<file path="src/cpuPkg.sv">
`default_nettype none

package cpuPkg;

  localparam int wordWidth = 32;     // Data and address width
  localparam int regIndexWidth = 6;  // Enough for 64 registers

  // Byte lanes of the first instruction word
  localparam int opcodeLsb = 0;
  localparam int regALsb = 8;
  localparam int regBLsb = 16;
  localparam int regCLsb = 24;

  localparam logic [regIndexWidth-1:0] spIndex = 6'd0;    // Stack pointer
  localparam logic [regIndexWidth-1:0] flagIndex = 6'd1;  // Compare flags

  // Flag bits in r1
  localparam int flagEq = 0;
  localparam int flagLt = 1;
  localparam int flagGt = 2;

  localparam int stackStep = 4;  // Bytes per push or pop

  // A = byte 1, B = byte 2, C = byte 3; C is the constant word
  typedef enum logic [7:0] {
    movRC     = 8'h01, movRR     = 8'h02,
    movRdC    = 8'h03, movRdR    = 8'h04, movRdRo  = 8'h05, movRdRoR = 8'h06,
    movdCR    = 8'h07, movdRR    = 8'h08, movdRoR  = 8'h09, movdRoRR = 8'h0a,
    pushR     = 8'h10, popR      = 8'h11, callR    = 8'h12, ret      = 8'h13,
    cmpRR     = 8'h20, cmpRC     = 8'h21,
    cmpERRR   = 8'h22, cmpNeRRR  = 8'h23, cmpLtRRR = 8'h24, cmpGtRRR = 8'h25,
    jmpC      = 8'h30, jeC       = 8'h31, jneC     = 8'h32,
    jltC      = 8'h33, jgtC      = 8'h34, jzRC     = 8'h35, jnzRC    = 8'h36,
    addRRC    = 8'h40, addRRR    = 8'h41, subRRC   = 8'h42, subRRR   = 8'h43,
    incR      = 8'h44, decR      = 8'h45, shlRRR   = 8'h46, shrRRR   = 8'h47,
    mulAddRRC = 8'h48,
    doutR     = 8'h50, stall     = 8'h51
  } opcodeT;

  // Opcodes followed by a constant word
  function automatic logic isTwoWord(opcodeT op);
    return op inside {movRC, movRdC, movRdRo, movRdRoR, movdCR, movdRoR, movdRoRR,
                      cmpRC, jmpC, jeC, jneC, jltC, jgtC, jzRC, jnzRC,
                      addRRC, subRRC, mulAddRRC};
  endfunction

  function automatic logic isLoad(opcodeT op);
    return op inside {movRdC, movRdR, movRdRo, movRdRoR, popR, ret};
  endfunction

  function automatic logic isStore(opcodeT op);
    return op inside {movdCR, movdRR, movdRoR, movdRoRR, pushR, callR};
  endfunction

  // Anything that may leave the sequential pc path
  function automatic logic redirectsPc(opcodeT op);
    return op inside {jmpC, jeC, jneC, jltC, jgtC, jzRC, jnzRC, callR, ret, stall};
  endfunction

endpackage

`default_nettype wire
</file>
<file path="src/instrDecoder.sv">
`timescale 1ns/1ps
`default_nettype none

module instrDecoder import cpuPkg::*; #(
  parameter int dataWidth = wordWidth,
  parameter int numRegs = 64
) (
  input  logic [dataWidth-1:0]     instrWord,
  output opcodeT                   opcode,
  output logic [regIndexWidth-1:0] regA,
  output logic [regIndexWidth-1:0] regB,
  output logic [regIndexWidth-1:0] regC,
  output logic                     twoWord,
  output logic                     load,
  output logic                     store
);

  // Only the low index bits of each register byte count
  localparam int idxBits = $clog2(numRegs);

  logic [idxBits-1:0] fieldA, fieldB, fieldC;

  assign opcode = opcodeT'(instrWord[opcodeLsb +: 8]);  // Unknown codes fall to default arms

  assign fieldA = instrWord[regALsb +: idxBits];
  assign fieldB = instrWord[regBLsb +: idxBits];
  assign fieldC = instrWord[regCLsb +: idxBits];

  // Zero-extend to the index width
  assign regA = regIndexWidth'(fieldA);
  assign regB = regIndexWidth'(fieldB);
  assign regC = regIndexWidth'(fieldC);

  // Classification kept next to the decode
  assign twoWord = isTwoWord(opcode);
  assign load = isLoad(opcode);
  assign store = isStore(opcode);

endmodule

`default_nettype wire

</file>
<file path="config.mk">
export PLATFORM = sky130hd
export DESIGN_NAME = instrDecoder
export DESIGN_NICKNAME = d
export VERILOG_FILES = /design/src/cpuPkg.sv /design/src/instrDecoder.sv
export SDC_FILE = /design/constraint.sdc
export NUM_CORES = 1
export LEC_CHECK = 0
export BUFFER_PORTS_ARGS = -buffer_cell sky130_fd_sc_hd__buf_2
export CORE_MARGIN = 1.5
export CORE_UTILIZATION = 32
export DETAILED_ROUTE_END_ITERATION = 8
export PLACE_DENSITY = 0.85
export SYNTH_ARGS = -nofsm -noshare
export SYNTH_HDL_FRONTEND = slang
export SYNTH_SLANG_ARGS = --single-unit
</file>
<file path="constraint.sdc">
create_clock -name vclk -period 1.3
set_clock_uncertainty 0.15 [all_clocks]
set_input_delay 0.065 -clock vclk [all_inputs]
set_output_delay 0.065 -clock vclk [all_outputs]
set_load 0.02 [all_outputs]
</file>
== Word-level counts from Yosys, hierarchy flattened ==
Cells that the tools add are included.

* Input port bits: 32
* Word-level logic and storage cells: 27
* Output and inout bits: 29
* Flip-flop bits (word level): 0

* Eq/ne operators: 24
* Reductions and logical operators: 3

{| class="wikitable"
|+ Operators with widths
! cell !! count
|-
| 8-bit by 6-bit == test with 1-bit output, second input constant || 8
|-
| 8-bit by 3-bit == test with 1-bit output, second input constant || 4
|-
| 8-bit by 5-bit == test with 1-bit output, second input constant || 4
|-
| 8-bit by 4-bit == test with 1-bit output, second input constant || 3
|-
| 8-bit by 7-bit == test with 1-bit output, second input constant || 3
|-
| 18-bit nonzero test || 1
|-
| 6-bit nonzero test || 2
|-
| 8-bit by 1-bit == test with 1-bit output, second input constant || 1
|-
| 8-bit by 2-bit == test with 1-bit output, second input constant || 1
|}

== Depth between registers and ports, before layout ==
* Word-level depth: 2
* Gate-level depth with buffers: 5

== Least setup slack after synthesis ==
OpenSTA, ideal clock, no wires.

* Path type: in2out
* Start: in instrWord[1]
* End: out twoWord
* Slack: 9 ps
* Arrival time: 1076 ps
* Path buffers: 1
* Data required time: 1085 ps
* Cell stages on the path: 5
* Cells stage by stage: buf_6 nor4b_4 nand2_1 a2111oi_2 or3_1

* Longest elaborated chain between the ends: 2
* Elaborated cells between the ends (all ways): 19
* Classes of those cells: eq/ne: 18; reduce/logical: 1

{| class="wikitable"
|+ Ends and longest elaborated chain
! what !! RTL line !! RTL
|-
| start, declared || instrDecoder.sv:8 || <nowiki>input logic [dataWidth-1:0] instrWord,</nowiki>
|-
| 8-bit by 1-bit == test with 1-bit output (tied with other cells) || cpuPkg.sv:42 || <nowiki>return op inside {movRC, movRdC, movRdRo, movRdRoR, movdCR, movdRoR, movdRoRR,</nowiki>
|-
| 18-bit nonzero test (*) || cpuPkg.sv:42 ||
|-
| end, declared || instrDecoder.sv:13 || <nowiki>output logic twoWord,</nowiki>
|}

Mark *: on every way between the ends. The rest lies on a longest branch, timed or not.

== Worst setup path after layout ==
Ends and elaborated chain as after synthesis.

==> impl_metrics.yaml <==
finish:
  num-nets-final: 107
  fillers: 107
  area_delta_synth_final_pct: 45.1
  multi_input_area_um2: 219
  final_common_cell: "dlygate4sd3_1"
  seq_cells: 0
  clock_buffer_count: 0
  antenna_cells: 0
  final_cell_mix: "dlygate4sd3_1 (18), buf_2 (12), buf_4 (10)"
  drive_above_1_share_pct: 43.8
  regArea_um2: 0
clock_tree:
  post-cts-setup-buffers: 0
grt:
  overflow: 0
  grt_util_met3_pct: 1.70
  grt_max_degree: 8
  grt_pass1_wl_um: 1350
  global_route.usage.met1_pct: 13.3
  grt_pass1_vias: 348
  grt_util_met2_pct: 23.0
  antenna_found_initial: 0
  grt_util_all_layers_pct: 12.0
  grt_busiest_layer: "met2"
yosys:
  yosysUniqueCellTypes: 21
  yosysSeqAreaShare_pct: 0
  syn_nets: 89
  netlist_area_um2: 424
  synth_area_per_cell_um2: 7.44
  ys_warn_count: 0
  netlist_instances: 57
critical_path:
  path_class: "in -> out"
  cp_common_cell: "buf_6"
  max_stage_delay_ns: 0.36
  critPathCaptureType: "primary output"
  start_kind: "primary input"
  cp.arrival_ns: 1.13
  cp_max_fo: 6
  path_buf_inv: 3
  worstPathCellList: "buf_8 > buf_6 > mux2i_1 > a32oi_1 > nor3_1 > or3_1 > buf_6"
  worst_ep_required_time_ns: 1.09
  crit_family: "simple AND/OR/NAND/NOR gates"
  cp_slowest_cell: "or3_1"
run:
  max_cap_viol_count: 0
floorplan:
  core_mm2: 0.00117
  die_area_mm2: 0.00155
  die_h_um: 39.4
  initial_core_util_pct: 36.2
  io_pins: 61
  fp-row-count: 12
  chipWidth_um: 39.4
detailed_routing:
  drcViolationCount: 0
  firstDrtPassIters: 4
  vias: 435
  via_per_inst: 5.00
  drtIter0Drc: 3
  wl_per_cell_um: 11.7
  wl_um: 1020
  final_antenna_net_count: 0
sta:
  relSlewSlack_pct: 83.6
  finalSetupViolCount: 1
  grt_setup_unrepaired: "true"
  finalCritPeriodShare_pct: 104
  layout_setup_ws_ns: -0.0490
  worst_pin_slew_ns: 0.246
  slew_viol_final: 0
  hold_viol_final: 0
  hold_slack_ns: 0.223
  fmax_mhz: 741
  min_period_ns: 1.35
run_status:
  failed_checks: "setup timing"
  outcome: "complete, but fails checks"
placed_design:
  gp_congestion: 0.846
  dp_hpwl_um: 673
  port_buffers: 19
power:
  leakage_nw: 0.272
  ir_drop_mv: 0.174
  finalPower_uw: 232
  pwr_density_cell_mw_per_mm2: 377
worst_hold_path:
  hp-class: "in -> out"
## where the power goes
group          internal, mW  total (mW)  switching [mW]
clock network             0           0               0
registers                 0           0               0
logic                 0.108       0.232           0.124
total                 0.108       0.232           0.124
## per-stage QoR
step | cell area, um^2 | setup TNS (ns) | worst slack [ns] | util [%] | std cells
floorplan | 424 | 0 | 0.00888 | - | 57
global placement | 368 | -0.0978 | -0.0978 | 31.4 | 69
detailed placement | 368 | -0.168 | -0.168 | 31.4 | 69
CTS | 591 | -0.0656 | -0.0656 | 50.4 | 87
global route | 616 | -0.121 | -0.116 | 52.6 | 87
finish | 616 | -0.0490 | -0.0490 | 52.6 | 87
## kinds of logic after synthesis
kind of cell | count (synthesis) | synth area share (%)
AOI/OAI and AO/OA | 9 | 18.0
xor gates and xnor gates | 1 | 2.07
buffers and inverters | 30 | 54.9
muxes | 1 | 2.36
and+or+nand+nor | 16 | 22.7
## layout make-up
type	instances	area share [%]
well taps	14	2.85
inverters	1	0.610
repair buffers	45	61.0
multi-input cells	27	35.6
## worst paths after layout
path | endpoint | start | slack [ns] | depth (start not counted)
setup / recovery | twoWord | instrWord[1] | -0.05 | 7
hold / removal | opcode[5] | instrWord[5] | 0.22 | 2
## synthesized netlist by cell type
library cell | number | share of area, %
nor2_1 | 4 | 3.5
or3_1 | 2 | 2.9
mux2i_1 | 1 | 2.4
nor3b_1 | 1 | 1.8
buf_6 | 3 | 8.0
nand2b_1 | 1 | 1.5
o21ai_0 | 1 | 1.2
buf_4 | 26 | 46
a21oi_1 | 2 | 2.4
nand3_1 | 1 | 1.2
xnor2_1 | 1 | 2.1
a211oi_1 | 1 | 1.8
o2111a_1 | 1 | 2.7
a2bb2oi_1 | 1 | 2.1
nor3_1 | 3 | 3.5
a2111oi_2 | 1 | 3.5
inv_1 | 1 | 0.88
nor4b_4 | 1 | 5.6
o32a_1 | 1 | 2.4
nand2_1 | 3 | 2.7
a32oi_1 | 1 | 2.1
## per-layer routing
layer | up-vias | wire (um)
met5 | - | 0
li1 | 204 | -
met1 | 188 | 352
met3 | 2 | 149
met4 | 0 | 14
met2 | 41 | 505
## timing repair
action / in CTS / in global routing
endpoints found under the hold margin: 18 / 0
resized for setup: 13 / 4
setup endpoints to repair: 1 / 2
hold buffers: 18 / 0
pin swaps: 8 / 3
No activity file was read; power rests on OpenSTA's default activity.
