### config.mk
export PLATFORM = sky130hd
export DESIGN_NAME = registerFile
export DESIGN_NICKNAME = d
export VERILOG_FILES = /design/src/cpuPkg.sv /design/src/registerFile.sv
export SDC_FILE = /design/constraint.sdc
export NUM_CORES = 2
export LEC_CHECK = 0
export BUFFER_PORTS_ARGS = -buffer_cell sky130_fd_sc_hd__buf_2
export CELL_PAD_IN_SITES_DETAIL_PLACEMENT = 0
export CELL_PAD_IN_SITES_GLOBAL_PLACEMENT = 1
export CORE_UTILIZATION = 40
export DETAILED_ROUTE_END_ITERATION = 8
export HOLD_SLACK_MARGIN = 0.12
export PLACE_DENSITY_LB_ADDON = 0.1
export SLEW_MARGIN = 5
export SYNTH_ARGS = -nofsm -noshare
export SYNTH_HDL_FRONTEND = slang
export SYNTH_SLANG_ARGS = --single-unit
export TNS_END_PERCENT = 5
### constraint.sdc
create_clock -name clk -period 193 [get_ports clk]
set_input_delay 38.6 -clock clk [delete_from_list [all_inputs] [get_ports clk]]
set_output_delay 38.6 -clock clk [all_outputs]
set_load 0.03 [all_outputs]
### src/cpuPkg.sv
`default_nettype none

package cpuPkg;

  localparam int wordWidth = 32;     // Data and address width
  localparam int regIndexWidth = 6;  // Enough for 64 registers

  // Byte lanes of the first instruction word
  localparam int opcodeLsb = 0;
  localparam int regALsb = 8;
  localparam int regBLsb = 16;
  localparam int regCLsb = 24;

  localparam logic [regIndexWidth-1:0] spIndex = 6'd0;    // Stack pointer
  localparam logic [regIndexWidth-1:0] flagIndex = 6'd1;  // Compare flags

  // Flag bits in r1
  localparam int flagEq = 0;
  localparam int flagLt = 1;
  localparam int flagGt = 2;

  localparam int stackStep = 4;  // Bytes per push or pop

  // A = byte 1, B = byte 2, C = byte 3; C is the constant word
  typedef enum logic [7:0] {
    movRC     = 8'h01, movRR     = 8'h02,
    movRdC    = 8'h03, movRdR    = 8'h04, movRdRo  = 8'h05, movRdRoR = 8'h06,
    movdCR    = 8'h07, movdRR    = 8'h08, movdRoR  = 8'h09, movdRoRR = 8'h0a,
    pushR     = 8'h10, popR      = 8'h11, callR    = 8'h12, ret      = 8'h13,
    cmpRR     = 8'h20, cmpRC     = 8'h21,
    cmpERRR   = 8'h22, cmpNeRRR  = 8'h23, cmpLtRRR = 8'h24, cmpGtRRR = 8'h25,
    jmpC      = 8'h30, jeC       = 8'h31, jneC     = 8'h32,
    jltC      = 8'h33, jgtC      = 8'h34, jzRC     = 8'h35, jnzRC    = 8'h36,
    addRRC    = 8'h40, addRRR    = 8'h41, subRRC   = 8'h42, subRRR   = 8'h43,
    incR      = 8'h44, decR      = 8'h45, shlRRR   = 8'h46, shrRRR   = 8'h47,
    mulAddRRC = 8'h48,
    doutR     = 8'h50, stall     = 8'h51
  } opcodeT;

  // Opcodes followed by a constant word
  function automatic logic isTwoWord(opcodeT op);
    return op inside {movRC, movRdC, movRdRo, movRdRoR, movdCR, movdRoR, movdRoRR,
                      cmpRC, jmpC, jeC, jneC, jltC, jgtC, jzRC, jnzRC,
                      addRRC, subRRC, mulAddRRC};
  endfunction

  function automatic logic isLoad(opcodeT op);
    return op inside {movRdC, movRdR, movRdRo, movRdRoR, popR, ret};
  endfunction

  function automatic logic isStore(opcodeT op);
    return op inside {movdCR, movdRR, movdRoR, movdRoRR, pushR, callR};
  endfunction

  // Anything that may leave the sequential pc path
  function automatic logic redirectsPc(opcodeT op);
    return op inside {jmpC, jeC, jneC, jltC, jgtC, jzRC, jnzRC, callR, ret, stall};
  endfunction

endpackage

`default_nettype wire
### src/registerFile.sv
`timescale 1ns/1ps
`default_nettype none

module registerFile import cpuPkg::*; #(
  parameter int dataWidth = wordWidth,
  parameter int numRegs = 64
) (
  input  logic                     clk,
  input  logic                     reset,
  input  logic [regIndexWidth-1:0] regA,
  input  logic [regIndexWidth-1:0] regB,
  input  logic [regIndexWidth-1:0] regC,
  input  logic                     operandCycle,
  output logic [dataWidth-1:0]     valA,
  output logic [dataWidth-1:0]     valB,
  output logic [dataWidth-1:0]     valC,
  output logic [dataWidth-1:0]     sp,
  output logic [dataWidth-1:0]     flags,
  input  logic                     wrEn,
  input  logic [regIndexWidth-1:0] wrIndex,
  input  logic [dataWidth-1:0]     wrData,
  input  logic                     spWrEn,
  input  logic [dataWidth-1:0]     spData
);

  logic [dataWidth-1:0] regs [numRegs];

  always_ff @(posedge clk or posedge reset) begin
    if (reset) begin
      for (int i = 0; i < numRegs; i++) begin
        regs[i] <= '0;
      end
    end else begin
      if (wrEn) regs[wrIndex] <= wrData;
      if (spWrEn) regs[spIndex] <= spData;  // Pop writes both, r0 last
    end
  end

  // Operand snapshot for the rest of the instruction
  always_ff @(posedge clk) begin
    if (operandCycle) begin
      valA <= regs[regA];
      valB <= regs[regB];
      valC <= regs[regC];
      sp <= regs[spIndex];
      flags <= regs[flagIndex];
    end
  end

endmodule

`default_nettype wire

# Yosys cells after proc, flatten, opt, wreduce, memory -nomap -nowiden

Cells that the tools add are included.

Register bits after elaboration: 2208
Input port bits: 93
Output and inout bits: 160
Logic and storage cells: 94

Magnitude comparators: 5
Mux-type cells: 14
Bitwise operators: 4
Reductions and logical operators: 2

Operators with widths:

| cell                                                                  | number |
|---|---|
| 2048-bit bitwise mux                                                  | 1 |
| 2048-bit 2-to-1 mux                                                   | 1 |
| 32-bit binary-select mux with 6-bit select                            | 3 |
| 32-bit 2-to-1 mux                                                     | 8 |
| 32-bit demux with 6-bit select                                        | 1 |
| 7-bit >= comparator (second input constant)                           | 4 |
| 6-bit inverter with 7-bit output                                      | 4 |
| 7-bit by 1-bit < comparator with 1-bit output (second input constant) | 1 |
| 2-bit nonzero test                                                    | 1 |
| 1-bit logical AND                                                     | 1 |

# Logic depth before layout (Yosys ltp)

Word-level depth: 8
Mapped depth: 10

# Worst setup path after synthesis

OpenSTA, ideal clock, no wires.

Path type: input to register
Start point: in regA[0]
End point: reg valA[14], data pin
Setup time: 0.272 ns
Data arrival time: 40.278 ns
Path slack: 152.450 ns
Cell stages on the path: 7
Buffers on the path: 3
Path through: buf_6 buf_4 buf_2 mux4_2 a22oi_1 a21oi_1 or4_1

Word-level cells in the longest chain between the ends: 4

RTL lines:

| item                                                   | line               | source |
|---|---|---|
| from (decl)                                            | registerFile.sv:10 | `input logic [regIndexWidth-1:0] regA,` |
| 6-bit inverter with 7-bit output (implied by the code) | registerFile.sv:42 | `valA <= regs[regA];` |
| 32-bit binary-select mux with 6-bit select             | registerFile.sv:42 |  |
| 32-bit 2-to-1 mux (implied by the code) (2 in series)  | registerFile.sv:42 |  |
| to (signal assigned)                                   | registerFile.sv:42 |  |
| to (decl)                                              | registerFile.sv:14 | `output logic [dataWidth-1:0] valA,` |

Every way passes these cells. The select of a mux whose other input is x is not followed.
A chain may end at the register's enable or synchronous reset.

==> results.cfg <==
[logic_synthesis]
synth_top_family_by_area = multiplexers
synth_area_um2 = 129000
syn_nets = 8615
synthAdderAreaFrac_pct = 0
muxShareOfSynthArea_pct = 45.7
yosysUniqueCellTypes = 60
yosys.area_share.simple_pct = 2.47
synth_top_cell_area_share_pct = 39.7
ys_seq_area_share_pct = 43.4
synth_area_leader_cell = dfrtp_1
avgSynthCellArea_um2 = 15.2
async_reset_ff_share_pct = 92.8
yosys.area_share.xor_xnor_pct = 0
synth_edf_count = 160
synth-main-ff-cell = dfrtp_1
synthTopCellsByArea = dfrtp_1 40%, mux4_2 26%, mux2_2 18%, edfxtp_1 3.7%, mux2i_1 1.6%
synth_seq_cells = 2208
ys_warn_count = 0
synth-compound-area-share_pct = 4.81
syn_inst = 8522

[setup_path]
cp.required_ps = 193900
cp_top_family = buffers and inverters
crit_type = input port to async pin
cp_max_fo = 87
arrival_ps = 44700
path_cells = buf_2 -> inv_8 -> buf_4 -> buf_4 -> buf_4 -> buf_4 -> buf_4 -> buf_4 -> buf_4
timing.critical_path.buf_inv = 9
cpMostUsedCell = buf_4
critPathCaptureType = async pin
startpoint_type = input port
slowest_delay_ps = 870
cp-startpoint = reset
cp_slowest_cell = buf_4
rr_startpoint = regs[1074]

[die]
boundaryPins = 253
core-area_um2 = 321000
num_rows = 208
start_util_pct = 40.2
design.die.area_um2 = 325000
die_h_um = 570
die_x_um = 570

[sta]
max_slew_margin_pct = 7.32
drv_slew = 0
min_period_over_period_pct = 22.7
min_period_ps = 43800
fmax_mhz = 22.8
rsz0062_at_grt = no
tightest_slew_ps = 1390
fin_worst_skew_ps = 60.3
timing.setup.tns_ps = 0
finalWorstSetupSlack_ps = 149200
finalSetupViolations = 0
hold_viol = 0

[clock_tree]
numCtsBuffers = 274
post_cts_buffers = 0
clock_latency_ps = 950
cts_resized = 0
clockBufferDepth = 4
cts_tree = done
clock-sinks = 2208
cts_root_buf = clkbuf_16
ctsHoldBuffers = 0
clk_pin_slew_ps = 60
htreeDepth = 5

[routing]
drt_wl_total_um = 593000
top_layer = met5
drtIter0Drc = 11294
via_per_inst = 7.02
wl_met1_um = 233000
avgRoutedWirePerCell_um = 45.7
num_vias = 91215
antenna_left = 0
drc = 0
wl_met3_um = 54000
dr.pass1.iters = 6
wl_met2_um = 263000

[global_routing]
grt_max_degree = 165
overflow = 0
grt_pass1_vias = 91046
grt_pass1_wl_um = 811000
grtUsageTotal_pct = 36.4
antenna_found_initial = 76

[power_and_ir_drop]
ir_drop_mv = 0.00703
leakagePower_nw = 61.0
p_per_area_nw_per_um2 = 9.77

[placement]
dp_hpwl_um = 361000
dpl_cell_area_um2 = 135000
dp_slack_ps = 148050
routabilityCongestion = 0.888
portBuffers = 252

[hold_path]
min_from = regs[2006]
hp-class = flip-flop to flip-flop

[cells_and_area]
post-route-util_pct = 44.8
drive_above_1_share_pct = 54.9
layout.nets = 8515
design_area_um2 = 144000
syn2layout_area_growth_pct = 11.5
final_cell_mix = 2,082 x mux2_2, 2,048 x dfrtp_1, 1,490 x mux4_2, 328 x buf_4, 280 x clkbuf_16
final_common_cell = mux2_2

[outcome]
outcome = finished, final reports clean

[job]
max_cap_violations = 0
## worst reg2reg max path: stages, from the launching register on
cell and delay (ps):
dfrtp_1 410, mux4_2 470, o22ai_1 300, nor3_1 140
a21oi_1 1070, a221oi_1 210
## flip-flops by register name (all words and copies together) (netlist names)
signal / flops
flags: 32
valB: 32
valA: 32
sp: 32
valC: 32
regs: 2048
## cell families after synthesis
group | count (synthesis)
AOI/OAI and AO/OA | 906
buffers and inverters | 973
DFF | 2208
muxes | 3777
and+or+nand+nor | 658
## synthesized netlist by cell type (81+ instances only)
cell type  number
mux2i_1       201
clkbuf_1      416
buf_1         173
nand2_1       232
a22oi_1       158
o21ai_0        81
buf_4          92
buf_2         252
nor2_1        114
o22ai_1       279
mux4_2       1490
mux2_2       2082
a21oi_1       120
dfrtp_1      2048
o221ai_1       85
edfxtp_1      160
## per-stage QoR
stage | hold slack, ps | power [mW] | instances
after floorplan | 470 | 0.774 | 8522
after global placement | 508 | 0.865 | 12449
after detailed placement | 518 | 0.873 | 12451
after CTS | 532 | 1.41 | 12942
after global routing | 556 | 1.45 | 12972
final | 541 | 1.41 | 12990
## report_power, final
group          leakage (nW)  internal, mW  total, mW  switching (mW)
logic                  27.8         0.143      0.279           0.136
registers              28.8         0.529      0.592          0.0625
clock network          4.46         0.314      0.535           0.221
total                  61.0         0.986       1.41           0.420
## path summary, 6_finish.rpt
path	endpoint	slack [ps]	cells past startpoint
max	regs[1937]	149200	9
min	flags[22]	540	0
max reg2reg	valB[18]	190060	5
min reg2reg	flags[22]	540	0
max in group clk	valA[22]	150110	9
min in group asynchronous	regs[320]	37760	2
## area by class of cell
type / count / area [um2]
antenna: 48 / 120
clock buffer: 394 / 7940
clock inverter: 97 / 1180
fill: 28686 / 177000
inverter: 7 / 35.0
multi-input combinational: 5341 / 69200
sequential: 2208 / 56100
tap: 4305 / 5390
timing repair buffer: 590 / 4080
## routing by layer
metal  up-vias  global-route usage (%)
met3      1259                    8.54
met4        22                    22.7
li1      34089                       -
met1     50308                    48.2
met2      5537                    54.0
met5         -                       0
(Power assumes the default switching activity.)
