File: src/cpuPkg.sv
`default_nettype none

package cpuPkg;

  localparam int wordWidth = 32;     // Data and address width
  localparam int regIndexWidth = 6;  // Enough for 64 registers

  // Byte lanes of the first instruction word
  localparam int opcodeLsb = 0;
  localparam int regALsb = 8;
  localparam int regBLsb = 16;
  localparam int regCLsb = 24;

  localparam logic [regIndexWidth-1:0] spIndex = 6'd0;    // Stack pointer
  localparam logic [regIndexWidth-1:0] flagIndex = 6'd1;  // Compare flags

  // Flag bits in r1
  localparam int flagEq = 0;
  localparam int flagLt = 1;
  localparam int flagGt = 2;

  localparam int stackStep = 4;  // Bytes per push or pop

  // A = byte 1, B = byte 2, C = byte 3; C is the constant word
  typedef enum logic [7:0] {
    movRC     = 8'h01, movRR     = 8'h02,
    movRdC    = 8'h03, movRdR    = 8'h04, movRdRo  = 8'h05, movRdRoR = 8'h06,
    movdCR    = 8'h07, movdRR    = 8'h08, movdRoR  = 8'h09, movdRoRR = 8'h0a,
    pushR     = 8'h10, popR      = 8'h11, callR    = 8'h12, ret      = 8'h13,
    cmpRR     = 8'h20, cmpRC     = 8'h21,
    cmpERRR   = 8'h22, cmpNeRRR  = 8'h23, cmpLtRRR = 8'h24, cmpGtRRR = 8'h25,
    jmpC      = 8'h30, jeC       = 8'h31, jneC     = 8'h32,
    jltC      = 8'h33, jgtC      = 8'h34, jzRC     = 8'h35, jnzRC    = 8'h36,
    addRRC    = 8'h40, addRRR    = 8'h41, subRRC   = 8'h42, subRRR   = 8'h43,
    incR      = 8'h44, decR      = 8'h45, shlRRR   = 8'h46, shrRRR   = 8'h47,
    mulAddRRC = 8'h48,
    doutR     = 8'h50, stall     = 8'h51
  } opcodeT;

  // Opcodes followed by a constant word
  function automatic logic isTwoWord(opcodeT op);
    return op inside {movRC, movRdC, movRdRo, movRdRoR, movdCR, movdRoR, movdRoRR,
                      cmpRC, jmpC, jeC, jneC, jltC, jgtC, jzRC, jnzRC,
                      addRRC, subRRC, mulAddRRC};
  endfunction

  function automatic logic isLoad(opcodeT op);
    return op inside {movRdC, movRdR, movRdRo, movRdRoR, popR, ret};
  endfunction

  function automatic logic isStore(opcodeT op);
    return op inside {movdCR, movdRR, movdRoR, movdRoRR, pushR, callR};
  endfunction

  // Anything that may leave the sequential pc path
  function automatic logic redirectsPc(opcodeT op);
    return op inside {jmpC, jeC, jneC, jltC, jgtC, jzRC, jnzRC, callR, ret, stall};
  endfunction

endpackage

`default_nettype wire
File: src/addressUnit.sv
`timescale 1ns/1ps
`default_nettype none

module addressUnit import cpuPkg::*; #(
  parameter int dataWidth = wordWidth
) (
  input  logic                 clk,
  input  logic                 reset,
  input  opcodeT               opcode,
  input  logic [dataWidth-1:0] valA,
  input  logic [dataWidth-1:0] valB,
  input  logic [dataWidth-1:0] valC,
  input  logic [dataWidth-1:0] sp,
  input  logic [dataWidth-1:0] pc,
  input  logic [dataWidth-1:0] constWord,
  input  logic                 accessCycle,
  output logic [dataWidth-1:0] accessAddress,
  output logic [dataWidth-1:0] storeData
);

  logic [dataWidth-1:0] addrNext, dataNext;

  always_comb begin
    addrNext = constWord;   // Direct form
    dataNext = valB;
    case (opcode)
      movRdR:   addrNext = valB;
      movdRR:   addrNext = valA;
      movRdRo:  addrNext = constWord + valB;
      movdRoR:  addrNext = constWord + valA;
      movRdRoR: addrNext = valB + constWord * valC;   // Base + size * index
      movdRoRR: begin
        addrNext = valA + constWord * valB;
        dataNext = valC;
      end
      pushR:    begin addrNext = sp; dataNext = valA; end
      callR:    begin addrNext = sp; dataNext = pc; end  // Return address
      popR, ret: addrNext = sp - stackStep;
      default:  ;
    endcase
  end

  // Held stable through the access wait
  always_ff @(posedge clk or posedge reset) begin
    if (reset) begin
      accessAddress <= '0;
      storeData <= '0;
    end else if (accessCycle) begin
      accessAddress <= addrNext;
      storeData <= dataNext;
    end
  end

endmodule

`default_nettype wire

File: config.mk
export PLATFORM = sky130hd
export DESIGN_NAME = addressUnit
export DESIGN_NICKNAME = d
export VERILOG_FILES = /design/src/cpuPkg.sv /design/src/addressUnit.sv
export SDC_FILE = /design/constraint.sdc
export NUM_CORES = 2
export LEC_CHECK = 0
export ABC_AREA = 1
export BUFFER_PORTS_ARGS = -buffer_cell sky130_fd_sc_hd__buf_2
export CAP_MARGIN = 20
export CORE_MARGIN = 2
export CORE_UTILIZATION = 45
export CTS_CLUSTER_DIAMETER = 200
export CTS_CLUSTER_SIZE = 24
export DETAILED_ROUTE_END_ITERATION = 12
export SYNTH_ARGS = -nofsm -noshare
export SYNTH_HDL_FRONTEND = slang
export SYNTH_SLANG_ARGS = --single-unit
File: constraint.sdc
create_clock -name clk -period 2.6 [get_ports clk]
set_input_delay 0.52 -clock clk [delete_from_list [all_inputs] [get_ports clk]]
set_output_delay 0.52 -clock clk [all_outputs]
set_load 0.005 [all_outputs]
* After elaboration in Yosys (flattened, before gate mapping)
Index checks and enable logic that the tools add are counted.
** Word-level totals
- Bits in registers :: 64
- Output and inout bits :: 64
** Operators by class
- $add $sub $neg :: 5
- $mul :: 2
- Equality and inequality tests :: 10
- Multiplexer cells :: 2
- Reductions and logical operators :: 2
** Operators by type and width (number)
- $pmux W32 S8 :: 1
- $add A32 B32 Y32 :: 4
- $pmux W32 S3 :: 1
- $mul A32 B32 Y32 :: 2
- $eq A8 B5 Y1 const B :: 4
- $sub A32 B3 Y32 const B :: 1
- $eq A8 B3 Y1 const B :: 3
- $eq A8 B4 Y1 const B :: 3
- $reduce_or A2 Y1 :: 2

* Longest topological paths before layout
- Depth in word-level cells :: 3
- Mapped depth :: 42
- Gate-level depth less buffers :: 40

* Worst setup path before layout
OpenSTA, ideal clock, no wires.
- Kind :: input to register
- From :: input constWord[7]
- To :: register accessAddress[26]
- Library setup time :: 0.127 ns
- Data arrival time :: 6.932 ns
- Path slack :: -4.460 ns
- Cell stages on the path :: 35
- Cell sequence :: clkbuf_1 > clkbuf_1 > buf_1 > nand2_1 > fa_1 > inv_1 > fa_1 > fa_1 > inv_1 > fa_1 > inv_1 > fa_1 > inv_1 > fa_1 > inv_1 > fa_1 > inv_1 > fa_1 > inv_1 > ha_1 > nand2_1 > inv_1 > nand2_1 > nor3_1 > nand4_1 > nand3_1 > nand2_1 > nand2_1 > nand2_1 > nand2_1 > nand2_1 > nand3_1 > nand3_1 > a31oi_1 > o21ai_0
** Between the ends
- Word-level cells in the longest chain between the ends :: 3
- Elaborated cells on any way between the ends :: 7
- Those cells by class :: add/sub: 4; mul: 2; mux: 1
** RTL lines
- start, declared :: line addressUnit.sv:15 : input logic [dataWidth-1:0] constWord,
- $mul A32 B32 Y32 (on tied branches) :: line addressUnit.sv:33, addressUnit.sv:31
- $add A32 B32 Y32 (on tied branches) :: line addressUnit.sv:33, addressUnit.sv:31
- $pmux W32 S8 * :: line addressUnit.sv:26 : case (opcode)
- end signal, assigned :: line addressUnit.sv:49 : accessAddress <= addrNext;
- end, declared :: line addressUnit.sv:17 : output logic [dataWidth-1:0] accessAddress,
Every way passes the cells marked *; elsewhere a longest branch is shown, timed or not.
A chain may end at the register's enable or synchronous reset.

* Worst setup path in the final report
- From :: input constWord[7]
- To :: register accessAddress[27]
Same word-level chain as after synthesis.

==> metrics.csv <==
stage,metric,value,unit
outcome,status,"complete, but fails checks",
outcome,violations,setup timing,
clocking,clkTransAtPathRegs,90,ps
floorplanning,start_util,45.5,%
drt,postRouteAntennaNets,0,
drt,routed-via-count,44556,
critical_path,crit_path_end_kind,flip-flop,
timing,slew_headroom,48.3,%
global_route,track_usage,42.1,%
global_route,antenna_found_initial,20,
clocking,clock-sinks,64,
synth,synthTopCellsByCount,"inv_1, nand2_1, fa_1",
synth,syn_area,0.0432,mm²
critical_path,required,2890,ps
flow_run,cap_violations,0,
floorplanning,core_area,0.0950,mm²
critical_path,cp_common_cell,fa_1,
clocking,clock_path_buffers,2,
global_route,gr-total-overflow,0,
drt,via_per_inst,5.21,
timing,tightest_slew,775,ps
clocking,htree_levels,3,
critical_path,arrival,7060,ps
critical_path,ff2ff_path_depth,2,
final_layout,fin_util,62.9,%
synth,yosys.area.top_type,fa_1,
timing,finalSetupViolCount,30,
placement,portBuffers,266,
critical_path,slowest_stage,fa_1,
critical_path,worstPathMaxFanout,8,
clocking,cts_tree,done,
timing,finalSetupTns,-103230,ps
global_route,grt_pass1_wl,299000,µm
synth,yosysMostFrequentCell,inv_1,
floorplanning,die_y,314,µm
synth,synth_cell_type_count,58,
placement,place.detailed.hpwl,173000,µm
floorplanning,die_area,0.0985,mm²
final_layout,syn2layout_area_growth,38.3,%
synth,avgSynthCellArea,7.02,µm²
final_layout,drive_gt1_share,28.3,%
critical_path,worstSetupStartpointType,primary input,
synth,synth_area_leaders,"fa_1, inv_1, nand2_1, ha_1, dfrtp_1",
timing,drv_slew,0,
drt,finalWirelength,208000,µm
final_layout,fill_cells,8568,
critical_path,crit_path_max_incr_delay,510,ps
clocking,insertion_delay,370,ps
placement,dp.cells,8402,
timing,report.final.hold_viol_count,0,
floorplanning,rows,113,
synth,ys_seq_elements,64,
synth,syn_nets,7514,
timing,fmax,148,MHz
final_layout,layout.nets,8628,
drt,drcViolationCount,0,
synth,yosysWarningCount,0,
timing,clock_skew,0,ps
drt,dr.pass1.iters,6,
floorplanning,num_io_pins,267,
clocking,root_buffer,clkbuf_16,
placement,place_congestion,1.09,
synth,ys.flop_type,dfrtp_1,
worst_hold_path,hp-class,in -> async,
clocking,cts_made_buffers,9,
critical_path,critPathKind,in -> reg,
timing,rsz0062_at_grt,yes,
floorplanning,die_w,314,µm
timing,setup_slack,-4170,ps
final_layout,layout.cells.non_filler,8546,
global_route,first_global_vias,45012,
synth,async_flop_share,100,%
clocking,cts_hold_buf,0,
drt,wire_per_inst,24.3,µm
synth,synth-seq-area-share,3.71,%
timing,post-route-period-util,260,%
synth,synth_edf_count,0,
timing,finalCriticalPeriod,6770,ps
drt,drt_iter0_markers,4508,
global_route,grt_max_degree,75,
timing,hold_slack,155,ps
synth,synth_top_area_share,40.6,%
synth,postSynthCellCount,6154,
-- cell usage in the layout, fill, tap and decap left out, types with 107 or more instances in the layout --
cell / count
fa_1: 823
nand2_1: 1637
nand3_1: 128
buf_2: 215
ha_1: 176
buf_12: 120
o21ai_0: 160
nor2_1: 107
buf_4: 925
inv_1: 1752
-- path summary, 6_finish.rpt --
| kind | slack, ps | startpoint | to |
|---|---|---|---|
| worst min register to register | 480 | accessAddress[4] | accessAddress[4] |
| worst max-delay path | -4170 | constWord[7] | accessAddress[27] |
| min in group clk | 480 | accessAddress[4] | accessAddress[4] |
| max in group asynchronous | 1620 | reset | storeData[7] |
| worst max register to register | 1690 | accessAddress[19] | accessAddress[19] |
| worst min-delay path | 150 | reset | accessAddress[21] |
-- sequential cells by signal, indices dropped and copies added, names as in the netlist --
register       count
accessAddress     32
storeData         32
-- cell type report --
| class | count | area [µm²] | area share (%) |
|---|---|---|---|
| diodes | 8 | 20.0 | 0.0335 |
| clock buffers | 9 | 225 | 0.377 |
| clock inverters | 7 | 125 | 0.209 |
| inverters | 1867 | 7030 | 11.8 |
| multi-input cells | 3939 | 36900 | 61.8 |
| flip-flops and latches | 64 | 1600 | 2.68 |
| well taps | 1265 | 1580 | 2.65 |
| repair buffers | 1387 | 12200 | 20.5 |
-- cell families (layout without fill, tap and decap cells) --
logic type,count (synthesis),in the layout,share of synthesized area [%]
buffers and inverters,2151,3270,18.8
adder cells (fa/ha/maj),1157,1157,48.8
AO/OA/AOI/OAI,545,545,7.29
other,0,8,0
XOR/XNOR,46,46,0.933
AND/OR/NAND/NOR,2191,2191,20.5
flip-flops,64,64,3.71
-- critical path, delay by kind of cell --
| kind | cells | cell delay (ps) |
|---|---|---|
| AND/OR/NAND/NOR | 15 | 1340 |
| adder cells (fa/ha/maj) | 9 | 3880 |
| buffers and inverters | 13 | 1270 |
-- repair_timing --
action / in CTS / in global routing
setup buffers: 62 / 59
gates resized for setup: 448 / 401
gates cloned: 13 / 2
pin swaps: 101 / 216
endpoints found under the setup margin: 33 / 32
-- metrics by stage --
| stage | instance area (µm²) | setup slack [ps] |
|---|---|---|
| 6_report | 59800 | -4170 |
| 5_1_grt | 59700 | -4400 |
| 4_1_cts | 57700 | -4060 |
| 3_5_place_dp | 54700 | -4920 |
| 3_3_place_gp | 54700 | -4960 |
| 2_1_floorplan | 45200 | -3950 |
-- layer usage --
metal | vias to the layer above | global-route usage [%] | routed length, µm
met4 | 20 | 19.0 | 12200
met2 | 2284 | 62.5 | 87100
met1 | 21852 | 58.4 | 86200
met5 | - | 0 | 145
li1 | 19975 | - | -
met3 | 425 | 9.88 | 22300
Power is left out: the tool's default activity adds up to more than one toggle a clock period on the data nets, which glitch-free logic cannot reach.
